[config.mk]
export PLATFORM = sky130hd
export DESIGN_NAME = axil_sram_slave
export DESIGN_NICKNAME = d
export VERILOG_FILES = /design/src/axil_mem_pkg.sv /design/src/axil_sram_slave.sv
export VERILOG_INCLUDE_DIRS = /design/src
export SDC_FILE = /design/constraint.sdc
export NUM_CORES = 1
export LEC_CHECK = 0
export BUFFER_PORTS_ARGS = -buffer_cell sky130_fd_sc_hd__buf_2
export CAP_MARGIN = 30
export CORE_AREA = 2 2 148 150
export CTS_BUF_LIST = sky130_fd_sc_hd__clkbuf_8
export CTS_CLUSTER_SIZE = 10
export DETAILED_ROUTE_END_ITERATION = 12
export DIE_AREA = 0 0 150 152
export GPL_TIMING_DRIVEN = 0
export HOLD_SLACK_MARGIN = 0.12
export SYNTH_ARGS = -nofsm -noshare
export SYNTH_HDL_FRONTEND = slang
export SYNTH_SLANG_ARGS = --single-unit
[constraint.sdc]
create_clock -name i_aclk -period 1.85 [get_ports i_aclk]
set_input_delay 0.185 -clock i_aclk [delete_from_list [all_inputs] [get_ports i_aclk]]
set_output_delay 0.185 -clock i_aclk [all_outputs]
set_load 0.02 [all_outputs]
[src/axil_mem_macros.svh]
// Bus widths, memory depth and response codes of the AXI-lite memory
`ifndef AXIL_MEM_MACROS_SVH
`define AXIL_MEM_MACROS_SVH

// ---------------------------------------------------------------------
// Bus widths
// ---------------------------------------------------------------------
`define AXIL_ADDR_W 32
`define AXIL_DATA_W 64
`define AXIL_STRB_W 8

// ---------------------------------------------------------------------
// SRAM geometry
// ---------------------------------------------------------------------
// Depth in 64-bit words
`define MEM_DEPTH 1024
`define MEM_IDX_W 10

// ---------------------------------------------------------------------
// AXI response codes
// ---------------------------------------------------------------------
`define RESP_OKAY   2'b00
`define RESP_SLVERR 2'b10

`endif

[src/axil_mem_pkg.sv]
// Vector typedefs and state enums of the AXI-lite memory subsystem
`default_nettype none

`include "axil_mem_macros.svh"

package axil_mem_pkg;

  // Bus payload types
  typedef logic [`AXIL_ADDR_W-1:0] addr_t;
  typedef logic [`AXIL_DATA_W-1:0] data_t;
  typedef logic [`AXIL_STRB_W-1:0] strb_t;
  typedef logic [1:0]              resp_t;

  // Word index into the SRAM
  typedef logic [`MEM_IDX_W-1:0] mem_idx_t;

  // Slave read channel FSM
  typedef enum logic {RD_IDLE, RD_DATA} rd_state_e;

  // Slave write channel FSM
  typedef enum logic [1:0] {WR_IDLE, WR_DATA, WR_RESP} wr_state_e;

  // Read arbiter
  typedef enum logic {ARB_IDLE, ARB_BUSY} arb_state_e;

endpackage

`default_nettype wire

[src/axil_sram_slave.sv]
// AXI-lite slave with read/write FSMs, range check and responses over an SRAM
`default_nettype none

`include "axil_mem_macros.svh"

module axil_sram_slave (
  input  wire logic                   i_aclk,
  input  wire logic                   i_arst_n,
  // Write address channel
  input  wire logic                   i_awvalid,
  output logic                        o_awready,
  input  wire axil_mem_pkg::addr_t    i_awaddr,
  input  wire logic [2:0]             i_awprot,
  // Write data channel
  input  wire logic                   i_wvalid,
  output logic                        o_wready,
  input  wire axil_mem_pkg::data_t    i_wdata,
  input  wire axil_mem_pkg::strb_t    i_wstrb,
  // Write response channel
  output logic                        o_bvalid,
  input  wire logic                   i_bready,
  output axil_mem_pkg::resp_t         o_bresp,
  // Read address channel
  input  wire logic                   i_arvalid,
  output logic                        o_arready,
  input  wire axil_mem_pkg::addr_t    i_araddr,
  input  wire logic [2:0]             i_arprot,
  // Read data channel
  output logic                        o_rvalid,
  input  wire logic                   i_rready,
  output axil_mem_pkg::data_t         o_rdata,
  output axil_mem_pkg::resp_t         o_rresp,
  // SRAM side
  output logic                        o_mem_we,
  output axil_mem_pkg::mem_idx_t      o_mem_widx,
  output axil_mem_pkg::data_t         o_mem_wdata,
  output axil_mem_pkg::strb_t         o_mem_wstrb,
  output logic                        o_mem_re,
  output axil_mem_pkg::mem_idx_t      o_mem_ridx,
  input  wire axil_mem_pkg::data_t    i_mem_rdata
);

  // Protection attributes are accepted but not checked
  axil_mem_pkg::rd_state_e rd_state;
  axil_mem_pkg::wr_state_e wr_state;
  axil_mem_pkg::addr_t     awaddr_q;
  axil_mem_pkg::resp_t     bresp_q;
  logic                    rd_err_q;
  logic                    aw_fire, w_fire, b_fire, ar_fire, r_fire;
  logic                    ar_in_range, aw_in_range;

  assign aw_fire = i_awvalid & o_awready;
  assign w_fire  = i_wvalid & o_wready;
  assign b_fire  = o_bvalid & i_bready;
  assign ar_fire = i_arvalid & o_arready;
  assign r_fire  = o_rvalid & i_rready;

  // Low three address bits select a byte within the word and are ignored
  assign ar_in_range = i_araddr[`AXIL_ADDR_W-1:3] < `MEM_DEPTH;
  assign aw_in_range = awaddr_q[`AXIL_ADDR_W-1:3] < `MEM_DEPTH;

  // ---------------------------------------------------------------------
  // Read channel
  // ---------------------------------------------------------------------
  always_ff @(posedge i_aclk or negedge i_arst_n) begin
    if (!i_arst_n) begin
      rd_state <= axil_mem_pkg::RD_IDLE;
    end else begin
      case (rd_state)
        axil_mem_pkg::RD_IDLE: if (ar_fire) rd_state <= axil_mem_pkg::RD_DATA;
        axil_mem_pkg::RD_DATA: if (r_fire) rd_state <= axil_mem_pkg::RD_IDLE;
        default:               rd_state <= axil_mem_pkg::RD_IDLE;
      endcase
    end
  end

  always_ff @(posedge i_aclk) begin
    if (ar_fire) begin
      rd_err_q <= !ar_in_range;
    end
  end

  assign o_arready  = (rd_state == axil_mem_pkg::RD_IDLE);
  assign o_rvalid   = (rd_state == axil_mem_pkg::RD_DATA);
  // SRAM read register captures on the AR edge and holds until the next read
  assign o_mem_re   = ar_fire & ar_in_range;
  assign o_mem_ridx = i_araddr[`MEM_IDX_W+2:3];
  assign o_rdata    = rd_err_q ? '0 : i_mem_rdata;
  assign o_rresp    = rd_err_q ? `RESP_SLVERR : `RESP_OKAY;

  // ---------------------------------------------------------------------
  // Write channel
  // ---------------------------------------------------------------------
  always_ff @(posedge i_aclk or negedge i_arst_n) begin
    if (!i_arst_n) begin
      wr_state <= axil_mem_pkg::WR_IDLE;
    end else begin
      case (wr_state)
        axil_mem_pkg::WR_IDLE: if (aw_fire) wr_state <= axil_mem_pkg::WR_DATA;
        axil_mem_pkg::WR_DATA: if (w_fire) wr_state <= axil_mem_pkg::WR_RESP;
        axil_mem_pkg::WR_RESP: if (b_fire) wr_state <= axil_mem_pkg::WR_IDLE;
        default:               wr_state <= axil_mem_pkg::WR_IDLE;
      endcase
    end
  end

  always_ff @(posedge i_aclk) begin
    if (aw_fire) begin
      awaddr_q <= i_awaddr;
    end
    if (w_fire) begin
      bresp_q <= aw_in_range ? `RESP_OKAY : `RESP_SLVERR;
    end
  end

  assign o_awready   = (wr_state == axil_mem_pkg::WR_IDLE);
  assign o_wready    = (wr_state == axil_mem_pkg::WR_DATA);
  assign o_bvalid    = (wr_state == axil_mem_pkg::WR_RESP);
  assign o_bresp     = bresp_q;

  // Out-of-range writes are dropped here
  assign o_mem_we    = w_fire & aw_in_range;
  assign o_mem_widx  = awaddr_q[`MEM_IDX_W+2:3];
  assign o_mem_wdata = i_wdata;
  assign o_mem_wstrb = i_wstrb;

  // ---------------------------------------------------------------------
  // Assertions
  // ---------------------------------------------------------------------
  a_rvalid_after_ar: assert property (@(posedge i_aclk) disable iff (!i_arst_n)
    $rose(o_rvalid) |-> $past(ar_fire));

  a_bvalid_after_w: assert property (@(posedge i_aclk) disable iff (!i_arst_n)
    $rose(o_bvalid) |-> $past(w_fire));

  // A word written into the SRAM is always answered with OKAY
  a_we_in_range: assert property (@(posedge i_aclk) disable iff (!i_arst_n)
    o_mem_we |=> (o_bvalid && (o_bresp == `RESP_OKAY)));

endmodule

`default_nettype wire

After elaboration in Yosys (flattened, before gate mapping). Cells that the tools add are included.

Logic and storage cells: 33. Register bits after elaboration: 38.

Reduce and logical (&&, ||, !) cells: 3. Order comparisons: 2. Bitwise logic cells: 8. Equal/unequal tests: 5. Multiplexer cells: 10.

Operator list (number): $mux W64 (1); $lt A29 B11 Y1 const B (2); $mux W2 (5); $and A1 B1 Y1 (7); $ne A2 B1 Y1 const B (3); $pmux W2 S3 (1); $reduce_and A3 Y1 (1); $eq A2 B1 Y1 const B (1); $eq A2 B2 Y1 const B (1); $logic_not A2 Y1 (1); $mux W1 (2); $pmux W1 S2 (1); $logic_not A1 Y1 (1); $not A1 Y1 (1).

Longest topological paths before layout. Gate-level depths: netlist (run 1).

Depth in word-level cells: 4. Mapped depth: 3. Mapped depth without buffers: 3.

Worst setup path after synthesis (run 1). No wires, ideal clock.

Kind: reg-to-reg. Start point: reg wr_state[1]. End point: reg awaddr_q[10] (enable). Cell stages (with the launch flop): 3. Buffers on the path: 0. Data arrival time: 1.525 ns. Setup time: 0.389 ns. Setup slack: -0.064 ns. Cells stage by stage: dfrtp_1 -> nor2_1 -> and2_1.

Word-level cells in the longest chain between the ends: 2.

Ends and longest elaborated chain: from (decl) (RTL line axil_sram_slave.sv:45) `axil_mem_pkg::wr_state_e wr_state;`; from (signal assigned) (RTL line axil_sram_slave.sv:96) `wr_state <= axil_mem_pkg::WR_IDLE;`; from (signal assigned) (RTL line axil_sram_slave.sv:99) `axil_mem_pkg::WR_IDLE: if (aw_fire) wr_state <= axil_mem_pkg::WR_DATA;`; from (signal assigned) (RTL line axil_sram_slave.sv:100) `axil_mem_pkg::WR_DATA: if (w_fire) wr_state <= axil_mem_pkg::WR_RESP;`; $logic_not A2 Y1 (RTL line axil_sram_slave.sv:116) `assign o_awready = (wr_state == axil_mem_pkg::WR_IDLE);`; net o_awready (RTL line axil_sram_slave.sv:11) `output logic o_awready,`; $and A1 B1 Y1 (RTL line axil_sram_slave.sv:52) `assign aw_fire = i_awvalid & o_awready;`; net aw_fire (RTL line axil_sram_slave.sv:49) `logic aw_fire, w_fire, b_fire, ar_fire, r_fire;`; to (signal assigned) (RTL line axil_sram_slave.sv:109) `awaddr_q <= i_awaddr;`; to (decl) (RTL line axil_sram_slave.sv:46) `axil_mem_pkg::addr_t awaddr_q;`.

The timed path passes the listed nets, and every way through them passes these cells. A chain may end at the register's enable or synchronous reset.

Final worst setup path (run 1).
Start point: reg awaddr_q[13]. End point: out o_mem_we.

Word-level cells in the longest chain between the ends: 2.

Ends and longest elaborated chain: $lt A29 B11 Y1 (no source line); $and A1 B1 Y1 (RTL line axil_sram_slave.sv:122) `assign o_mem_we = w_fire & aw_in_range;`; to (decl) (RTL line axil_sram_slave.sv:34) `output logic o_mem_we,`.

No other way between the ends.

==> qor.yml, run 1 <==
internal_power_mw: 1.92
hold-path-cell-count: 3
cts_root_buf: "clkbuf_8"
crit_top_cell: "and4_1"
p_seq_share_pct: 37.6
min_path_type: "in2reg"
ir_worst_vdd_mv: 0.425
fillerInstances: 2351
yosys.area_share.simple_pct: 23.5
dp.cells: 795
io_pins: 380
drtIter0Drc: 81
slowest_stage: "edfxtp_1"
yosys_register_bits: 34
die_h_um: 152
fin_crit_sh_pct: 95.6
finalHoldViolCount: 0
fmax_ghz: 0.565
rrSetupSlack_ns: 0.33
area_growth_pct: 97.5
yosys_warnings: 0
synth_area_um2: 2340
routed_wirelength_um: 9970
critPathRequiredTime_ns: 1.66
grt_pass1_vias: 2482
worstSetupPathType: "reg2out"
final_util_pct: 21.6
cp.arrival_ns: 1.58
yosys-top-cells-area: "edfxtp_1, buf_4, nor2b_1, dfrtp_1, nor4_1"
holdPathEnd: "wr_state[0]"
powerDensity_nw_per_um2: 580
clockPowerShare_pct: 31.3
drive_gt1_share_pct: 70.8
path_cells: "nor4_4, and4_1, and4_1, buf_6"
vias: 2644
antenna_left: 0
crit_family: "simple AND/OR/NAND/NOR gates"
firstDrtPassIters: 4
synth_top_area_cell: "edfxtp_1"
numPortBuffers: 283
grt_max_degree: 30
synth_xor_area_share_pct: 0
die_area_um2: 22800
cp_slowest_stage_delay_ns: 0.41
r2r_cells: 2
initial_core_util_pct: 10.9
layout.nets: 767
synth-compound-area-share_pct: 0.536
syn_inst: 231
clockBufferDepth: 2
cts_tree: "done"
htreeDepth: 2
swShare_pct: 28.2
track_usage_pct: 7.80
synthMuxAreaShare_pct: 0.428
hp-start: "i_awvalid"
status: "finished, final reports clean"
synth.distinct_cells: 21
row_count: 54
setup_slack_ns: 0.0806
cap_viol_max_count: 0
antenna_found_initial: 1
netlist.area_leader.share_pct: 39.9
worst_pin_slew_ns: 0.694
cts_made_buffers: 5
clk_pin_slew_ns: 0.07
drcViolationCount: 0
core_area_um2: 21400
drt-wirelength-per-cell_um: 11.9
seq_area_frac_synth_pct: 43.1
final_cell_count_no_fill: 836
grt_pass1_wl_um: 13700
final-setup-viol-count: 0
p_sw_uw: 756
design_area_um2: 4610
r2r_end: "awaddr_q[21]"
power_frac_comb_pct: 31.2
slew_headroom_pct: 53.8
fin_hold_ws_ns: 0.179
crit_buf_inv: 1
dp_hpwl_um: 8750
post_drt_via_cell_ratio: 3.16
slew_violations: 0
place_area_um2: 4110
r2r-start: "wr_state[1]"
crit_path_end_kind: "primary output"
overflow: 0
postSynthAreaPerCell_um2: 10.1
critPathMaxFanout: 2
critPathLaunchType: "register"
cts_sinks: 34
finalCriticalPeriod_ns: 1.77
finClkSkew_ns: 0.00990
worstSkewPairLatency_ns: 0.29
rsz0062_at_grt: "true"
gp_congestion: 0.742
synth_top_family_by_area: "buffers and inverters"
synth-adder-area-share_pct: 0
place_ws_ns: -0.0247
dieWidth_um: 150
p_leak_nw: 2.40
==> per-layer routing <==
layer  vias up  GRT usage, %  share of wire, %
li1       1295             -                 -
met1      1223          10.1                43
met2       122          13.4                50
met3         4          1.20               6.3
met4         0          2.07               1.0
met5         -             0                 0
==> cell usage after synthesis, drive strengths merged <==
cell,number
buf,95
nor2b,66
edfxtp,31
nor4,8
clkbuf,7
inv,4
dfrtp,3
nor2,3
and4,2
nand2,2
and2,1
and4bb,1
conb,1
mux2i,1
nand2b,1
nand4,1
nor3,1
o21ai,1
o21bai,1
or4,1
==> final cells by class <==
type                       instances  area, µm²  share of cell area [%]
antenna                            1       2.50                  0.0542
buffer                           101        736                    15.9
clock buffer                       5       68.8                    1.49
clock inverter                     3       68.8                    1.49
inverter                           4       15.0                   0.325
multi-input combinational         92        604                    13.1
sequential                        34       1010                    21.8
tap                              280        350                    7.59
timing repair buffer             316       1760                    38.2
==> stage by stage <==
stage | power (mW) | setup TNS (ns)
after floorplan | 1.48 | 0
after global placement | 1.79 | -0.0223
after detailed placement | 1.80 | -0.0247
after CTS | 2.71 | 0
after global routing | 2.80 | -0.0324
final | 2.68 | 0
==> cells by family after synthesis <==
family | after synthesis
multiplexers | 1
other | 1
flip-flops | 34
AO/OA/AOI/OAI | 2
AND/OR/NAND/NOR | 87
buffers and inverters | 106
==> cell usage in the layout (no fill, tap or decap), types with 3 or more instances in the layout <==
| master | Yosys | final |
|---|---|---|
| nor2b_1 | 66 | 65 |
| clkbuf_1 | 7 | 6 |
| dlygate4sd3_1 | 0 | 32 |
| buf_2 | 0 | 282 |
| nor2_1 | 3 | 3 |
| clkbuf_8 | 0 | 5 |
| dfrtp_1 | 3 | 3 |
| inv_1 | 4 | 4 |
| edfxtp_1 | 31 | 31 |
| nor4_1 | 7 | 5 |
| buf_4 | 95 | 95 |
==> power by group through the flow <==
stage               Combinational [mW]  Sequential (mW)  Clock (mW)
detailed placement               0.784             1.01           0
global route                     0.893             1.02       0.894
global placement                 0.778             1.01           0
finish                           0.834             1.01       0.836
CTS                              0.842             1.01       0.864
floorplan                        0.474             1.01           0
==> how the worst max path moves through the flow <==
stage | start | endpoint | slack [ns] | cells after the start
global route | awaddr_q[13] | o_mem_we | -0.02 | 4
floorplan | wr_state[1] | awaddr_q[10] | 0.22 | 2
global placement | rd_err_q | o_rdata[31] | -0.02 | 4
CTS | awaddr_q[24] | o_mem_we | 0.01 | 4
detailed placement | rd_err_q | o_rdata[31] | -0.02 | 4
finish | awaddr_q[13] | o_mem_we | 0.08 | 4
==> sequential cells by signal, summed over array words and instances (netlist names) <==
name / count
awaddr_q: 29
o_rvalid: 1
wr_state: 2
rd_err_q: 1
o_bresp: 1
==> timing repair <==
| action | in CTS | in global routing |
|---|---|---|
| hold buffers | 32 | 0 |
| pin swaps | 0 | 3 |
| gates resized for setup | 3 | 3 |
| setup buffers | 1 | 0 |
| endpoints found under the setup margin | 61 | 2 |
| endpoints found under the hold margin | 34 | 0 |
==> tightest hold or removal path, stage by stage <==
cell and delay (ns):
buf_2 0.09, mux2i_1 0.06, nor2_1 0.09
(Power assumes the default switching activity.)
==> run 2: changes to the inputs <==
- ABC_AREA: default -> 1
- CORE_AREA: 2 2 148 150 -> 2 2 149 151
- DIE_AREA: 0 0 150 152 -> 0 0 151 153
==> run 2 against run 1 <==
Global-route usage grew 0.10 points. Routed wire length up 4.6%. Core utilization rose by 0.72 points. Largest cell class unchanged. Register-to-register slack better by 0.03 ns. Power up 15%. Die area up 1.3%. Combinational power increased by 35%. Critical path depth stayed put. Synthesized area increased by 8.8%.
==> qor.yml, run 2 <==
status: "finished, final reports clean"
tns_ns: 0  # unchanged
hp-start: "i_arvalid"
grt_pass1_vias: 2712  # +9.3%
clockBufferDepth: 2  # unchanged
layout_common_cells: "buf_2, buf_4, nor2_1"
core_area_um2: 21500  # +0.63%
die_area_um2: 23100  # +1.3%
yosys_register_bits: 34  # unchanged
synth.distinct_cells: 17  # -19%
cts_made_buffers: 5  # unchanged
final_cell_count_no_fill: 926  # +11%
r2r_cells: 3  # +1
dp_hpwl_um: 8690  # -0.68%
firstDrtPassIters: 4  # unchanged
cts_root_buf: "clkbuf_8"
drcViolationCount: 0  # unchanged
post_drt_via_cell_ratio: 3.14  # -0.77%
largest_register: "awaddr_q"
finClkSkew_ns: 0.00493  # -0.00496 ns
io_pins: 380  # unchanged
cp_slowest_stage_delay_ns: 0.43  # +0.02 ns
yosys_warnings: 0  # unchanged
dieWidth_um: 151  # +0.67%
slowest_stage: "edfxtp_1"
final-setup-viol-count: 0  # unchanged
worstSetupPathType: "reg2out"
seq_area_frac_synth_pct: 39.6  # -3.5 points
synth_area_um2: 2540  # +8.8%
cts_sinks: 34  # unchanged
holdPathEnd: "o_rvalid"
reg_top3: "awaddr_q x29, wr_state x2"
min_path_type: "in2reg"
layout.nets: 858  # +12%
largest_reg_flops: 29  # unchanged
worstSkewPairLatency_ns: 0.30  # about the same
mostFrequentLayoutCell: "buf_2"
antennaDiodeCount: 0  # -1
yosys-top-cells-area: "edfxtp_1, buf_4, nor2_1, inv_1, dfrtp_1"
fin_crit_sh_pct: 89.3  # -6.4 points
fin_hold_ws_ns: 0.177  # -0.00217 ns
grt_pass1_wl_um: 13900  # +1.6%
overflow: 0  # unchanged
slew_violations: 0  # unchanged
synth_flop_cell: "edfxtp_1"
drtIter0Drc: 60  # -26%
antenna_left: 0  # unchanged
finalPower_mw: 3.09  # +15%
rrSetupSlack_ns: 0.36  # +0.03 ns
critPathMaxFanout: 10  # +8
yosysMostFrequentCell: "buf_4"
cp.arrival_ns: 1.47  # -0.11 ns
htreeDepth: 2  # unchanged
r2r_end: "awaddr_q[7]"
drive_gt1_share_pct: 63.2  # -7.7 points
finalHoldViolCount: 0  # unchanged
critPathLaunchType: "register"
antenna_found_initial: 0  # -1
place_ws_ns: 0.123  # +0.148 ns
gp_congestion: 0.761  # +2.5%
netlist_top_cells_count: "buf_4, nor2_1, inv_1"
postSynthAreaPerCell_um2: 7.94  # -21%
clk_pin_slew_ns: 0.08  # about the same
routed_wirelength_um: 10400  # +4.6%
area_growth_pct: 88.8
finalCriticalPeriod_ns: 1.65  # -0.118 ns
syn_inst: 320  # +39%
row_count: 54  # unchanged
grt_max_degree: 30  # unchanged
synth_top_area_cell: "edfxtp_1"
synth_edf_count: 31  # unchanged
fmax_ghz: 0.606  # +7.2%
cts_setup_buffers: 0  # -1
hold-path-cell-count: 3  # unchanged
ir_worst_vdd_mv: 0.875  # +110%
cap_viol_max_count: 0  # unchanged
drt-wirelength-per-cell_um: 11.3  # -5.6%
numPortBuffers: 283  # unchanged
async_flop_share_pct: 8.82  # unchanged
rsz0062_at_grt: "false"
cts_tree: "done"
crit_path_end_kind: "primary output"
vias: 2906  # +9.9%
netlist.area_leader.share_pct: 36.6  # -3.2 points
dp.cells: 884  # +11%
crit_start: "rd_err_q"
r2r-start: "wr_state[1]"
path_cells: "buf_4, buf_6, nor2_1, buf_2"
critPathRequiredTime_ns: 1.66  # about the same
track_usage_pct: 7.90  # +0.10 points
setup_slack_ns: 0.199  # +0.118 ns
die_h_um: 153  # +0.66%
initial_core_util_pct: 11.8  # +0.89 points
powerDensity_nw_per_um2: 643  # +11%
p_leak_nw: 2.82  # +17%
run 2: changes by cell type after synthesis, sizes merged, moves of 8 or more:
cell / delta
nand2: +8
nor2: +89
nor2b: -66
nor4: -8
inv: +70
run 2: stage by stage:
step	util, %	area (µm²)
floorplan	-	2550
global placement	20.1	4320
detailed placement	20.1	4320
CTS	22.3	4790
global route	22.3	4800
finish	22.3	4800
run 2: timing repair:
| action | 4_1_cts | 5_1_grt |
|---|---|---|
| endpoints found under the setup margin | 0 | 29 |
| hold buffers | 33 | 0 |
| endpoints found under the hold margin | 35 | 0 |
| resized for setup | 0 | 1 |
run 2: cell families (layout without fill, tap and decap cells):
logic type	after synthesis	in the layout	synth area share (%)
other	1	2	0.148
buffers and inverters	176	500	41.9
AO/OA/AOI/OAI	3	3	0.985
flip-flops	34	34	39.6
AND/OR/NAND/NOR	106	107	17.3
run 2: routing by layer:
| layer | part of all wire [%] | GRT usage, % | vias up |
|---|---|---|---|
| met4 | 0.73 | 1.47 | 0 |
| met3 | 8.9 | 1.37 | 6 |
| met1 | 39 | 9.12 | 1263 |
| met5 | 0 | 0 | - |
| met2 | 52 | 15.1 | 166 |
| li1 | - | - | 1471 |
run 2: layout make-up:
| type | count | area [µm²] |
|---|---|---|
| Tap cell | 280 | 350 |
| Fill cell | 2365 | 16700 |
| Clock buffer | 5 | 68.8 |
| Buffer | 102 | 788 |
| Timing Repair Buffer | 316 | 1750 |
| Inverter | 74 | 278 |
| Sequential cell | 34 | 1010 |
| Clock inverter | 3 | 68.8 |
| Multi-Input combinational cell | 112 | 492 |
run 2: where the power goes:
| part | internal (mW) | switching [mW] |
|---|---|---|
| sequential | 1.05 | 0.0615 |
| clock | 0.540 | 0.308 |
| combinational | 0.490 | 0.640 |
run 2: how the worst max path moves through the flow:
stage	endpoint	slack, ns	cells after the start
after global placement	awaddr_q[22]	0.13	3
after global routing	o_rdata[7]	0.11	4
after detailed placement	awaddr_q[22]	0.12	3
after floorplan	awaddr_q[10]	0.12	3
after CTS	awaddr_q[21]	0.09	3
final	o_rdata[7]	0.20	4
run 2: worst max-delay path: cells and delay by family, from the launching register on:
kind / cells / cell delay, ns
buffers and inverters: 3 / 0.56
DFF: 1 / 0.43
and+or+nand+nor: 1 / 0.16
