[src/axil_mem_macros.svh]
// Bus widths, memory depth and response codes of the AXI-lite memory
`ifndef AXIL_MEM_MACROS_SVH
`define AXIL_MEM_MACROS_SVH

// ---------------------------------------------------------------------
// Bus widths
// ---------------------------------------------------------------------
`define AXIL_ADDR_W 32
`define AXIL_DATA_W 64
`define AXIL_STRB_W 8

// ---------------------------------------------------------------------
// SRAM geometry
// ---------------------------------------------------------------------
// Depth in 64-bit words
`define MEM_DEPTH 1024
`define MEM_IDX_W 10

// ---------------------------------------------------------------------
// AXI response codes
// ---------------------------------------------------------------------
`define RESP_OKAY   2'b00
`define RESP_SLVERR 2'b10

`endif

[src/axil_mem_pkg.sv]
// Vector typedefs and state enums of the AXI-lite memory subsystem
`default_nettype none

`include "axil_mem_macros.svh"

package axil_mem_pkg;

  // Bus payload types
  typedef logic [`AXIL_ADDR_W-1:0] addr_t;
  typedef logic [`AXIL_DATA_W-1:0] data_t;
  typedef logic [`AXIL_STRB_W-1:0] strb_t;
  typedef logic [1:0]              resp_t;

  // Word index into the SRAM
  typedef logic [`MEM_IDX_W-1:0] mem_idx_t;

  // Slave read channel FSM
  typedef enum logic {RD_IDLE, RD_DATA} rd_state_e;

  // Slave write channel FSM
  typedef enum logic [1:0] {WR_IDLE, WR_DATA, WR_RESP} wr_state_e;

  // Read arbiter
  typedef enum logic {ARB_IDLE, ARB_BUSY} arb_state_e;

endpackage

`default_nettype wire

[src/axil_rd_arbiter.sv]
// Round-robin arbiter of two AXI-lite read masters onto one read channel
`default_nettype none

`include "axil_mem_macros.svh"

module axil_rd_arbiter (
  input  wire logic                i_aclk,
  input  wire logic                i_arst_n,
  // Master 0
  input  wire logic                i_m0_arvalid,
  output logic                     o_m0_arready,
  input  wire axil_mem_pkg::addr_t i_m0_araddr,
  output logic                     o_m0_rvalid,
  input  wire logic                i_m0_rready,
  output axil_mem_pkg::data_t      o_m0_rdata,
  output axil_mem_pkg::resp_t      o_m0_rresp,
  // Master 1
  input  wire logic                i_m1_arvalid,
  output logic                     o_m1_arready,
  input  wire axil_mem_pkg::addr_t i_m1_araddr,
  output logic                     o_m1_rvalid,
  input  wire logic                i_m1_rready,
  output axil_mem_pkg::data_t      o_m1_rdata,
  output axil_mem_pkg::resp_t      o_m1_rresp,
  // Toward the slave
  output logic                     o_s_arvalid,
  input  wire logic                i_s_arready,
  output axil_mem_pkg::addr_t      o_s_araddr,
  input  wire logic                i_s_rvalid,
  output logic                     o_s_rready,
  input  wire axil_mem_pkg::data_t i_s_rdata,
  input  wire axil_mem_pkg::resp_t i_s_rresp
);

  axil_mem_pkg::arb_state_e arb_state;
  logic                     prio;
  logic                     grant;
  logic                     sel;
  logic                     idle;
  logic                     s_ar_fire;
  logic                     s_r_fire;

  assign idle      = (arb_state == axil_mem_pkg::ARB_IDLE);
  assign s_ar_fire = o_s_arvalid & i_s_arready;
  assign s_r_fire  = i_s_rvalid & o_s_rready;

  // ---------------------------------------------------------------------
  // Request selection
  // ---------------------------------------------------------------------
  // prio set means m1 wins a tie
  always_comb begin
    if (i_m0_arvalid && i_m1_arvalid) begin
      sel = prio;
    end else begin
      sel = i_m1_arvalid;
    end
  end

  always_ff @(posedge i_aclk or negedge i_arst_n) begin
    if (!i_arst_n) begin
      arb_state <= axil_mem_pkg::ARB_IDLE;
      prio      <= 1'b0;
      grant     <= 1'b0;
    end else begin
      case (arb_state)
        axil_mem_pkg::ARB_IDLE: begin
          if (s_ar_fire) begin
            arb_state <= axil_mem_pkg::ARB_BUSY;
            grant     <= sel;
            prio      <= ~sel;
          end
        end
        axil_mem_pkg::ARB_BUSY: begin
          if (s_r_fire) begin
            arb_state <= axil_mem_pkg::ARB_IDLE;
          end
        end
        default: arb_state <= axil_mem_pkg::ARB_IDLE;
      endcase
    end
  end

  // ---------------------------------------------------------------------
  // AR mux and R demux
  // ---------------------------------------------------------------------
  assign o_s_arvalid  = idle & (i_m0_arvalid | i_m1_arvalid);
  assign o_s_araddr   = sel ? i_m1_araddr : i_m0_araddr;
  assign o_m0_arready = idle & ~sel & i_s_arready;
  assign o_m1_arready = idle & sel & i_s_arready;

  assign o_m0_rvalid  = ~idle & ~grant & i_s_rvalid;
  assign o_m1_rvalid  = ~idle & grant & i_s_rvalid;
  assign o_s_rready   = ~idle & (grant ? i_m1_rready : i_m0_rready);
  assign o_m0_rdata   = i_s_rdata;
  assign o_m0_rresp   = i_s_rresp;
  assign o_m1_rdata   = i_s_rdata;
  assign o_m1_rresp   = i_s_rresp;

  // Grant stays put for the whole transaction
  a_grant_stable: assert property (@(posedge i_aclk) disable iff (!i_arst_n)
    (arb_state == axil_mem_pkg::ARB_BUSY) |=>
      (arb_state == axil_mem_pkg::ARB_IDLE) || $stable(grant));

  // Slave only answers a read that was granted through here
  a_rvalid_busy: assert property (@(posedge i_aclk) disable iff (!i_arst_n)
    i_s_rvalid |-> (arb_state == axil_mem_pkg::ARB_BUSY));

endmodule

`default_nettype wire

[config.mk]
export PLATFORM = sky130hd
export DESIGN_NAME = axil_rd_arbiter
export DESIGN_NICKNAME = d
export VERILOG_FILES = /design/src/axil_mem_pkg.sv /design/src/axil_rd_arbiter.sv
export VERILOG_INCLUDE_DIRS = /design/src
export SDC_FILE = /design/constraint.sdc
export NUM_CORES = 1
export LEC_CHECK = 0
export BUFFER_PORTS_ARGS = -buffer_cell sky130_fd_sc_hd__clkbuf_2
export CORE_AREA = 2 2 118 120
export CTS_CLUSTER_DIAMETER = 100
export DETAILED_ROUTE_END_ITERATION = 6
export DIE_AREA = 0 0 120 122
export GPL_TIMING_DRIVEN = 1
export HOLD_SLACK_MARGIN = 0.1
export MAX_ROUTING_LAYER = met4
export PLACE_DENSITY_LB_ADDON = 0.08
export RECOVER_POWER = 25
export SYNTH_ARGS = -nofsm -noshare
export SYNTH_HDL_FRONTEND = slang
export SYNTH_SLANG_ARGS = --single-unit
[constraint.sdc]
create_clock -name i_aclk -period 1.69 [get_ports i_aclk]
set_input_delay 0.2535 -clock i_aclk [delete_from_list [all_inputs] [get_ports i_aclk]]
set_output_delay 0.2535 -clock i_aclk [all_outputs]
set_load 0.02 [all_outputs]
# After elaboration in Yosys (flattened, before gate mapping)
# Cells that the tools add are included.
[word_totals] ff_bits=3 input_bits=138 output_inout_bits=170 word_cells=27
[classes] mux=6 bitwise_logic=16 reduce_logical=2
[ops] cell="2-to-1 mux 32 bit" n=1
[ops] cell="AND 1 bit" n=12
[ops] cell="2-to-1 mux 1 bit" n=4
[ops] cell="inverter 1 bit" n=3
[ops] cell="one-hot mux 1 bit (2 select lines)" n=1
[ops] cell="AND reduction 2 bit" n=1
[ops] cell="logical AND 1 bit" n=1
[ops] cell="bitwise OR 1 bit" n=1

# Logic depth before layout (Yosys ltp)
# Gate-level depths: netlist of the first run.
[logic_depth] ltp_word=5 mapped_depth=4 depth_no_buf=3

# Least setup slack after synthesis of the first run
# Ideal clock, no wire load.
[synth_path] path_type="register to output" from="reg prio" to="out o_s_araddr[25]" arrival_time_ns=1.246 required_time_ns=1.436 slack_ns=0.190 stages_incl_launch_ff=4 path_buffers=1 path_cell_list="dfrtp_1 -> o21ai_4 -> buf_8 -> mux2_1"
[synth_via] elab_chain_cells=2
[synth_rtl] element="start: declaration" line_no="axil_rd_arbiter.sv:36" rtl="logic prio;"
[synth_rtl] element="start signal: assignment" line_no="axil_rd_arbiter.sv:70" rtl="prio <= ~sel;"
[synth_rtl] element="2-to-1 mux 1 bit" line_no="axil_rd_arbiter.sv:52" rtl="if (i_m0_arvalid && i_m1_arvalid) begin"
[synth_rtl] element="2-to-1 mux 32 bit" line_no="axil_rd_arbiter.sv:87" rtl="assign o_s_araddr = sel ? i_m1_araddr : i_m0_araddr;"
[synth_rtl] element="end: declaration" line_no="axil_rd_arbiter.sv:28" rtl="output axil_mem_pkg::addr_t o_s_araddr,"
# No other way between the ends.

# Final worst setup path of the first run
[layout_path] from="reg prio" to="out o_s_araddr[1]"
# The elaborated chain is that of the path after synthesis.

==> summary.txt, run 1 <==
Outcome
  • Status: finished with violations
  • Violated checks: setup timing

Logic synthesis
  • Mux contribution to synthesized area: a little under a quarter
  • Net Count, Synth: ~330
  • Post-Synth XOR/XNOR Area: 0%
  • Cell count after synthesis: 189
  • Post-synth EDFFs: 0
  • Library cells used by synthesis: 18
  • Mapped Avg Cell Area: roughly 8.4 um^2
  • Synth Area in Compound Gates: roughly 3%
  • Ys flop type: dfrtp_1
  • Simple logic cell fraction of the synthesized area: under 10%
  • Ys async rst share: 100%
  • Largest family of logic cells by synthesized area: buffers and inverters
  • Area share of fa/ha/maj cells after synthesis: 0%
  • Seq cells post-synth: 3
  • YS warnings: 0
  • Cell area after synthesis: 0.00159 mm^2
  • Sequential share of the synthesized area: ~4.7%

Drt
  • Drt pass-1 iters: 2
  • Detailed-route wire length per cell: between 10 and 15 um
  • Via Count: between 900 and 1000
  • Total Wirelength: roughly 3900 um
  • Vias per cell: 2.72
  • Remaining antenna violation count after routing: 0
  • DRT iter0 DRCs: 7
  • Remaining DRCs: 0

Clock network
  • Clock Latency Late Sink: between 0.2 and 0.25 ns
  • Cts bufs inserted: 3
  • Clock tree buffer depth: 2
  • CTS Root Cell: clkbuf_16
  • CTS tree: done
  • CTS Sinks: 3
  • Clock-pin slew on the worst setup and hold paths: approximately 0.030 ns
  • H-tree levels: 1

Global route
  • Global Route Usage Sum: just over 5%
  • First-pass GRT wire length: between 5000 and 6000 um
  • Largest net degree at the start of global routing: 22
  • Global route overflow: 0
  • Initial antenna violation count: 0
  • Number of global-route vias before repair: roughly 1000

STA
  • Hold Vio Cnt, Final: 0
  • Unrepaired setup endpoints after global routing: true
  • Max-slew violation count: 0
  • Final setup margin: -0.112 ns
  • Worst-Margin Slew: approximately 0.19 ns
  • Min Tclk post-route: about 1.8 ns
  • Tcrit/Tclk final: 107%
  • Clock Skews: approximately 0.00072 ns
  • Total Neg Setup Slack: -2.82 ns
  • FMAX: ~550 MHz
  • Setup violators final: 32
  • Worst slew margin: 86.9%

Floorplanning
  • Die area: around 0.015 mm^2
  • Core area: between 0.01 and 0.015 mm^2
  • Initial core utilization: a little under an eighth
  • Die Y: 122 um
  • Row count: 43
  • Die width: around 120 um
  • Io pins: between 300 and 400

Placement
  • GPL Wtd Cong: roughly 0.64
  • I/O Buffers: about 110
  • Area after DPL: between 0.001 and 0.0015 mm^2
  • DP Wirelength: between 3000 and 4000 um

Worst hold path
  • Hold Crit Class: in2reg

Final layout
  • Post-Route Utilization: ~11%
  • Final Net Count: 310
  • Post-route cell area: around 0.0015 mm^2
  • Layout cells sized above 1: 86.0%
  • N_diodes: 0
  • Fillers: 1586
  • P&R area growth vs syn: -6.62%

Critical path
  • Startpoint Class: register
  • Critical Path End Type: output pin
  • CP Data Required Time: 1.44 ns
  • Setup CP Type: reg2out
  • Worst path arrival time: about 1.6 ns
  • Crit Path Max Fanout: 21

Power and ir drop
  • PwrDens: roughly 860 mW/mm^2
  • Leak: approximately 0.00074 uW
  • VDD IR max: 0.380 mV

Flow run
  • Max_cap viols: 0
==> report_power, final <==
part           switching (uW)  internal (uW)
Clock                    59.2            311
Sequential               42.9            106
Combinational             393            369
==> cell usage in the layout, fill, tap and decap left out <==
cell / synthesis / final
buf_6: 0 / 2
clkbuf_1: 0 / 1
nor2_1: 4 / 4
nand2b_1: 1 / 1
mux2_1: 2 / 2
a31oi_1: 1 / 1
clkbuf_16: 0 / 3
o22a_1: 1 / 1
nor2b_1: 3 / 3
and3_1: 1 / 1
dfrtp_1: 3 / 3
mux2i_1: 1 / 1
clkbuf_2: 0 / 82
nand2_1: 1 / 1
o21ai_0: 2 / 2
mux2_4: 0 / 1
dlygate4sd3_1: 0 / 1
and2_4: 0 / 1
mux2_2: 30 / 29
buf_4: 132 / 3
o21ai_4: 1 / 1
buf_2: 0 / 23
buf_12: 0 / 2
inv_1: 1 / 1
a21oi_1: 1 / 1
==> worst paths after layout <==
path	startpoint	endpoint	slack, ns	depth (start not counted)
max reg2reg	prio	grant	0.65	3
min in group asynchronous	i_arst_n	prio	0.37	2
max	prio	o_s_araddr[1]	-0.11	4
max in group asynchronous	i_arst_n	grant	1.19	2
min	i_m1_arvalid	prio	0.29	2
min reg2reg	prio	prio	0.54	1
==> synthesized netlist by cell type (2+ instances only) <==
| library cell | number | area [um^2] |
|---|---|---|
| buf_4 | 132 | 991 |
| nor2_1 | 4 | 15.0 |
| dfrtp_1 | 3 | 75.1 |
| o21ai_0 | 2 | 10.0 |
| buf_8 | 3 | 45.0 |
| nor2b_1 | 3 | 18.8 |
| mux2_1 | 2 | 22.5 |
| mux2_2 | 30 | 338 |
==> per-layer routing <==
layer | GRT usage, % | vias to the layer above | part of all wire, %
met5 | - | - | 0
met2 | 8.17 | 74 | 49
li1 | - | 437 | -
met4 | 4.63 | 0 | 8.2
met3 | 2.06 | 42 | 12
met1 | 4.63 | 400 | 31
==> critical path: stages (launching register included) <==
cell,delay [ns]
dfrtp_1,0.41
o21ai_4,0.21
buf_12,0.20
mux2_2,0.35
buf_2,0.16
==> cell type report <==
cell class                 instances  area [um^2]  share of cell area (%)
timing repair buffer             113          621                    41.9
multi-input combinational         50          479                    32.3
sequential                         3         75.1                    5.06
inverter                           1         3.75                   0.253
tap                              180          225                    15.2
clock buffer                       4         78.8                    5.32
==> through the flow <==
step / hold WS [ns] / instances / setup slack, ns / power, uW
floorplan: -0.0421 / 189 / 0.190 / 1090
global placement: 0.0679 / 345 / 0.0466 / 919
detailed placement: 0.0618 / 345 / 0.0668 / 900
CTS: 0.295 / 351 / -0.132 / 1290
global route: 0.304 / 351 / -0.186 / 1370
finish: 0.291 / 351 / -0.112 / 1280
==> registers in the layout, summed over array words and instances, names as in the netlist <==
register and count:
prio 1, arb_state 1, grant 1
==> repair_timing <==
item                                    in CTS  in global routing
hold buffers                                 1                  0
endpoints found under the setup margin      32                 33
buffers inserted                             1                  0
endpoints found under the hold margin        3                  0
cloned                                       0                  0
gates resized for setup                      0                 35
==> cells by family (layout without fill, tap and decap cells) <==
family,count (synthesis),in the layout
AND/OR/NAND/NOR,11,11
multiplexers,33,33
flip-flops,3,3
buffers and inverters,136,118
AO/OA/AOI/OAI,6,6
Note: power is estimated with default switching activity, not from simulation.
==> run 2: changes to the inputs <==
--- a/config.mk
+++ b/config.mk
@@ -14,7 +14,6 @@
 export GPL_TIMING_DRIVEN = 1
 export HOLD_SLACK_MARGIN = 0.1
 export MAX_ROUTING_LAYER = met4
-export PLACE_DENSITY_LB_ADDON = 0.08
 export RECOVER_POWER = 25
 export SYNTH_ARGS = -nofsm -noshare
 export SYNTH_HDL_FRONTEND = slang
==> summary.txt, run 2 (synthesis results as in run 1) <==
Power and ir drop
  • Leak: 0.000974 uW
  • Power Total: around 1600 uW
  • VDD IR max: 0.255 mV
  • PwrDens: between 800 and 900 mW/mm^2

Global route
  • Number of global-route vias before repair: 921
  • Global route overflow: 0
  • Largest net degree at the start of global routing: 18
  • Initial antenna violation count: 0
  • Global Route Usage Sum: 4.11%
  • First-pass GRT wire length: around 4500 um

Critical path
  • Worst R2R Start: prio
  • Startpoint Class: register
  • Critical Path End Type: output pin
  • Worst path arrival time: ~1.6 ns
  • CP Data Required Time: ~1.4 ns
  • Setup CP Type: reg2out
  • Crit Path Max Fanout: 8
  • Crit. Startpoint: prio

Final layout
  • N_diodes: 0
  • Post-Route Utilization: 13.8%
  • Most common cell after layout, fill and taps aside: clkbuf_2
  • P&R area growth vs syn: 17.7%
  • Final Net Count: between 300 and 400
  • Layout cells sized above 1: a little under 90%
  • Top flop regs: arb_state: 1 flops, grant: 1 flops, prio: 1 flops
  • Most frequent cells in the layout: 77 x clkbuf_2, 34 x buf_6, 28 x mux2_4

Clock network
  • CTS Sinks: 3
  • CTS tree: done
  • CTS Root Cell: clkbuf_16
  • Cts bufs inserted: 3
  • Clock Latency Late Sink: approximately 0.23 ns
  • Clock-pin slew on the worst setup and hold paths: approximately 0.03 ns
  • Clock tree buffer depth: 2
  • H-tree levels: 1

Worst hold path
  • Hold Crit Class: in2reg
  • Hold path start: i_m1_arvalid

STA
  • Worst slew margin: 87.2%
  • Final setup margin: -0.141 ns
  • Setup violators final: 32
  • Max-slew violation count: 0
  • Unrepaired setup endpoints after global routing: true
  • FMAX: 546 MHz
  • Min Tclk post-route: around 1.8 ns
  • Worst-Margin Slew: around 0.19 ns
  • Total Neg Setup Slack: -3.46 ns
  • Tcrit/Tclk final: 108%
  • Hold Vio Cnt, Final: 0
  • WHS: ~0.29 ns
  • Clock Skews: about 0.0012 ns

Drt
  • Total Wirelength: about 4300 um
  • Remaining antenna violation count after routing: 0
  • Detailed-route wire length per cell: about 12 um
  • Vias per cell: 2.87
  • Via Count: roughly 1000
  • Drt pass-1 iters: 4
  • DRT iter0 DRCs: 12
  • Remaining DRCs: 0

Placement
  • Post-placement setup slack: 0.0555 ns
  • DP Wirelength: around 3000 um
  • I/O Buffers: 109
  • GPL Wtd Cong: ~0.73

Outcome
  • Status: finished with violations
  • Violated checks: setup timing

Floorplanning
  • Die Y: between 100 and 150 um
  • Core area: between 0.01 and 0.015 mm^2
  • Row count: 43
  • Initial core utilization: between 10% and 20%
  • Die width: 120 um
  • Io pins: a little over 300
  • Die area: 0.0146 mm^2

Flow run
  • Max_cap viols: 0
==> run 2: changes by cell type in the layout (fill, tap and decap cells not counted) <==
cell,delta
clkbuf_2,-5
mux2_4,+27
buf_4,-1
mux2_2,-25
mux2_1,-2
and2_4,-1
clkbuf_16,+3
and2_1,+1
buf_6,+32
buf_2,-23
==> run 2: through the flow <==
step           std cells  cell area, um^2
2_1_floorplan        189             1590
3_3_place_gp         345             1360
3_5_place_dp         345             1360
4_1_cts              351             1460
5_1_grt              357             1870
6_report             357             1870
==> run 2: layout make-up <==
cell class | instances | area, um^2
timing repair buffer | 119 | 908
inverter | 1 | 3.75
multi-input combinational | 50 | 578
fill | 1517 | 11600
tap | 180 | 225
clock buffer | 4 | 78.8
sequential | 3 | 75.1
==> run 2: worst max-delay path: stages (launching register included) <==
cell	delay, ns
dfrtp_1	0.40
o21ai_4	0.18
buf_6	0.14
clkbuf_16	0.15
mux2_2	0.34
buf_6	0.13
==> run 2: final timing paths <==
| kind | endpoint | cells past startpoint | slack (ns) |
|---|---|---|---|
| hold reg to reg | arb_state | 1 | 0.58 |
| hold / removal | prio | 2 | 0.29 |
| max in group asynchronous | prio | 2 | 1.19 |
| setup reg to reg | grant | 4 | 0.63 |
| setup / recovery | o_s_araddr[4] | 5 | -0.14 |
| min in group asynchronous | arb_state | 2 | 0.39 |
==> run 2: what timing repair did <==
action                                  in CTS  in global routing
endpoints found under the hold margin        3                  0
hold buffers                                 1                  0
pin swaps                                    0                  1
endpoints found under the setup margin      32                 32
gates cloned                                 0                  3
setup buffers                                1                  3
resized for setup                            0                130
==> run 2: layer usage <==
metal / vias to the layer above / GRT usage, % / share of wire, %
met5: - / - / 0
met4: 0 / 5.29 / 6.7
met1: 435 / 3.90 / 36
met2: 89 / 5.18 / 45
met3: 50 / 2.29 / 13
li1: 449 / - / -
==> run 2: power breakdown <==
| group | leakage, uW | switching, uW | total (uW) | internal [uW] |
|---|---|---|---|---|
| Clock | 0.0000382 | 67.7 | 379 | 312 |
| Combinational | 0.000902 | 489 | 1110 | 624 |
| Sequential | 0.0000339 | 39.7 | 145 | 106 |
==> run 3: changes to the inputs <==
--- a/config.mk
+++ b/config.mk
@@ -8,6 +8,7 @@
 export LEC_CHECK = 0
 export BUFFER_PORTS_ARGS = -buffer_cell sky130_fd_sc_hd__clkbuf_2
 export CORE_AREA = 2 2 118 120
+export CTS_BUF_LIST = sky130_fd_sc_hd__clkbuf_4 sky130_fd_sc_hd__clkbuf_8
 export CTS_CLUSTER_DIAMETER = 100
 export DETAILED_ROUTE_END_ITERATION = 6
 export DIE_AREA = 0 0 120 122
==> summary.txt, run 3 (synthesis results as in run 1) <==
Drt
  • Via Count: 1019
  • DRT iter0 DRCs: 7
  • Remaining antenna violation count after routing: 0
  • Drt pass-1 iters: 4
  • Remaining DRCs: 0
  • Detailed-route wire length per cell: 11.8 um
  • Vias per cell: 2.85
  • Total Wirelength: ~4200 um

STA
  • Min Tclk post-route: about 1.8 ns
  • Clock Skews: about 0.0023 ns
  • Final setup margin: -0.124 ns
  • FMAX: between 500 and 600 MHz
  • Worst slew margin: between 80% and 90%
  • Unrepaired setup endpoints after global routing: true
  • WHS: about 0.30 ns
  • Hold Vio Cnt, Final: 0
  • Tcrit/Tclk final: 107%
  • Setup violators final: 32
  • Max-slew violation count: 0
  • Worst-Margin Slew: 0.186 ns

Flow run
  • Max_cap viols: 0

Final layout
  • Layout cells sized above 1: between 80% and 90%
  • P&R area growth vs syn: 15.8%
  • Most common cell after layout, fill and taps aside: clkbuf_2
  • Final Net Count: about 320
  • Fin cells: roughly 360
  • Post-Route Utilization: 13.6%
  • N_diodes: 0
  • Top flop regs: arb_state: 1 flops, grant: 1 flops, prio: 1 flops
  • Most frequent cells in the layout: 77 x clkbuf_2, 34 x buf_6, 28 x mux2_4
  • Fillers: approximately 1500

Power and ir drop
  • Clock power frac: 15.2%
  • Comb power frac: ~75%
  • Leak: between 0.0009 and 0.001 uW
  • Sw Ratio: about two fifths
  • Seq pwr share: about a tenth
  • PwrDens: a little over 800 mW/mm^2
  • VDD IR max: around 0.18 mV
  • Net Sw Power: about 580 uW
  • P_int: between 900 and 1000 uW

Floorplanning
  • Io pins: between 300 and 400
  • Die Y: about 120 um
  • Initial core utilization: around an eighth
  • Core area: around 0.014 mm^2
  • Die area: around 0.015 mm^2
  • Die width: 120 um
  • Row count: 43

Placement
  • DP Wirelength: a little under 3000 um
  • I/O Buffers: between 100 and 150
  • GPL Wtd Cong: approximately 0.73
  • Placed Instances: between 300 and 400

Clock network
  • Clock Latency Late Sink: 0.22 ns
  • H-tree levels: 1
  • Cts bufs inserted: 3
  • CTS Root Cell: clkbuf_8
  • Clock-pin slew on the worst setup and hold paths: roughly 0.030 ns
  • Clock tree buffer depth: 2
  • CTS tree: done
  • CTS Sinks: 3

Global route
  • Largest net degree at the start of global routing: 18
  • Global Route Usage Sum: 3.94%
  • First-pass GRT wire length: 4380 um
  • Number of global-route vias before repair: 918
  • Initial antenna violation count: 0
  • Global route overflow: 0

Worst hold path
  • Hold path start: i_m1_arvalid
  • Hold Crit Class: in2reg

Outcome
  • Violated checks: setup timing
  • Status: finished with violations

Critical path
  • Worst path arrival time: approximately 1.6 ns
  • Setup CP Type: reg2out
  • Crit. Startpoint: prio
  • CP Data Required Time: about 1.4 ns
  • Crit Path Max Fanout: 8
  • Critical Path End Type: output pin
  • Startpoint Class: register
  • Worst R2R Start: prio
run 3: path summary, 6_finish.rpt:
kind	end	slack [ns]	depth (start not counted)
hold / removal	prio	0.30	2
min in group asynchronous	arb_state	0.40	2
setup reg to reg	grant	0.64	4
setup / recovery	o_s_araddr[4]	-0.12	5
max in group asynchronous	prio	1.18	2
hold reg to reg	arb_state	0.58	1
run 3: layer usage:
| metal | track usage, % | part of all wire [%] |
|---|---|---|
| met4 | 4.41 | 6.1 |
| met2 | 5.18 | 45 |
| met1 | 3.85 | 35 |
| met3 | 2.15 | 13 |
| met5 | - | 0 |
run 3: cell type report:
type,instances,area (um^2),share of cell area [%]
inverter,1,3.75,0.204
tap,180,225,12.2
sequential,3,75.1,4.08
clock buffer,4,48.8,2.65
multi-input combinational,50,578,31.4
timing repair buffer,119,908,49.4
run 3: timing repair:
item / CTS / global route
endpoints found under the setup margin: 32 / 32
gates resized for setup: 0 / 130
endpoints found under the hold margin: 3 / 0
pin swaps: 0 / 1
gates cloned: 0 / 3
hold buffers: 1 / 0
buffers inserted: 1 / 3
run 3: worst max-delay path, stage by stage (launching register included):
cell       delay (ns)
dfrtp_1          0.39
o21ai_4          0.18
buf_6            0.14
clkbuf_16        0.15
mux2_2           0.34
buf_6            0.13
run 3: power by group through the flow:
stage	logic (uW)	registers, uW	clock network [uW]
finish	1110	144	225
global route	1170	153	236
CTS	755	147	232
detailed placement	745	147	0
global placement	741	148	0
floorplan	947	140	0
run 3: metrics by stage:
stage / TNS [ns] / power [uW] / setup slack [ns] / cell area (um^2)
after global placement: 0 / 888 / 0.0622 / 1360
after CTS: -3.08 / 1130 / -0.113 / 1430
after global routing: -4.19 / 1560 / -0.160 / 1840
after detailed placement: 0 / 892 / 0.0555 / 1360
final: -2.95 / 1480 / -0.124 / 1840
after floorplan: 0 / 1090 / 0.190 / 1590
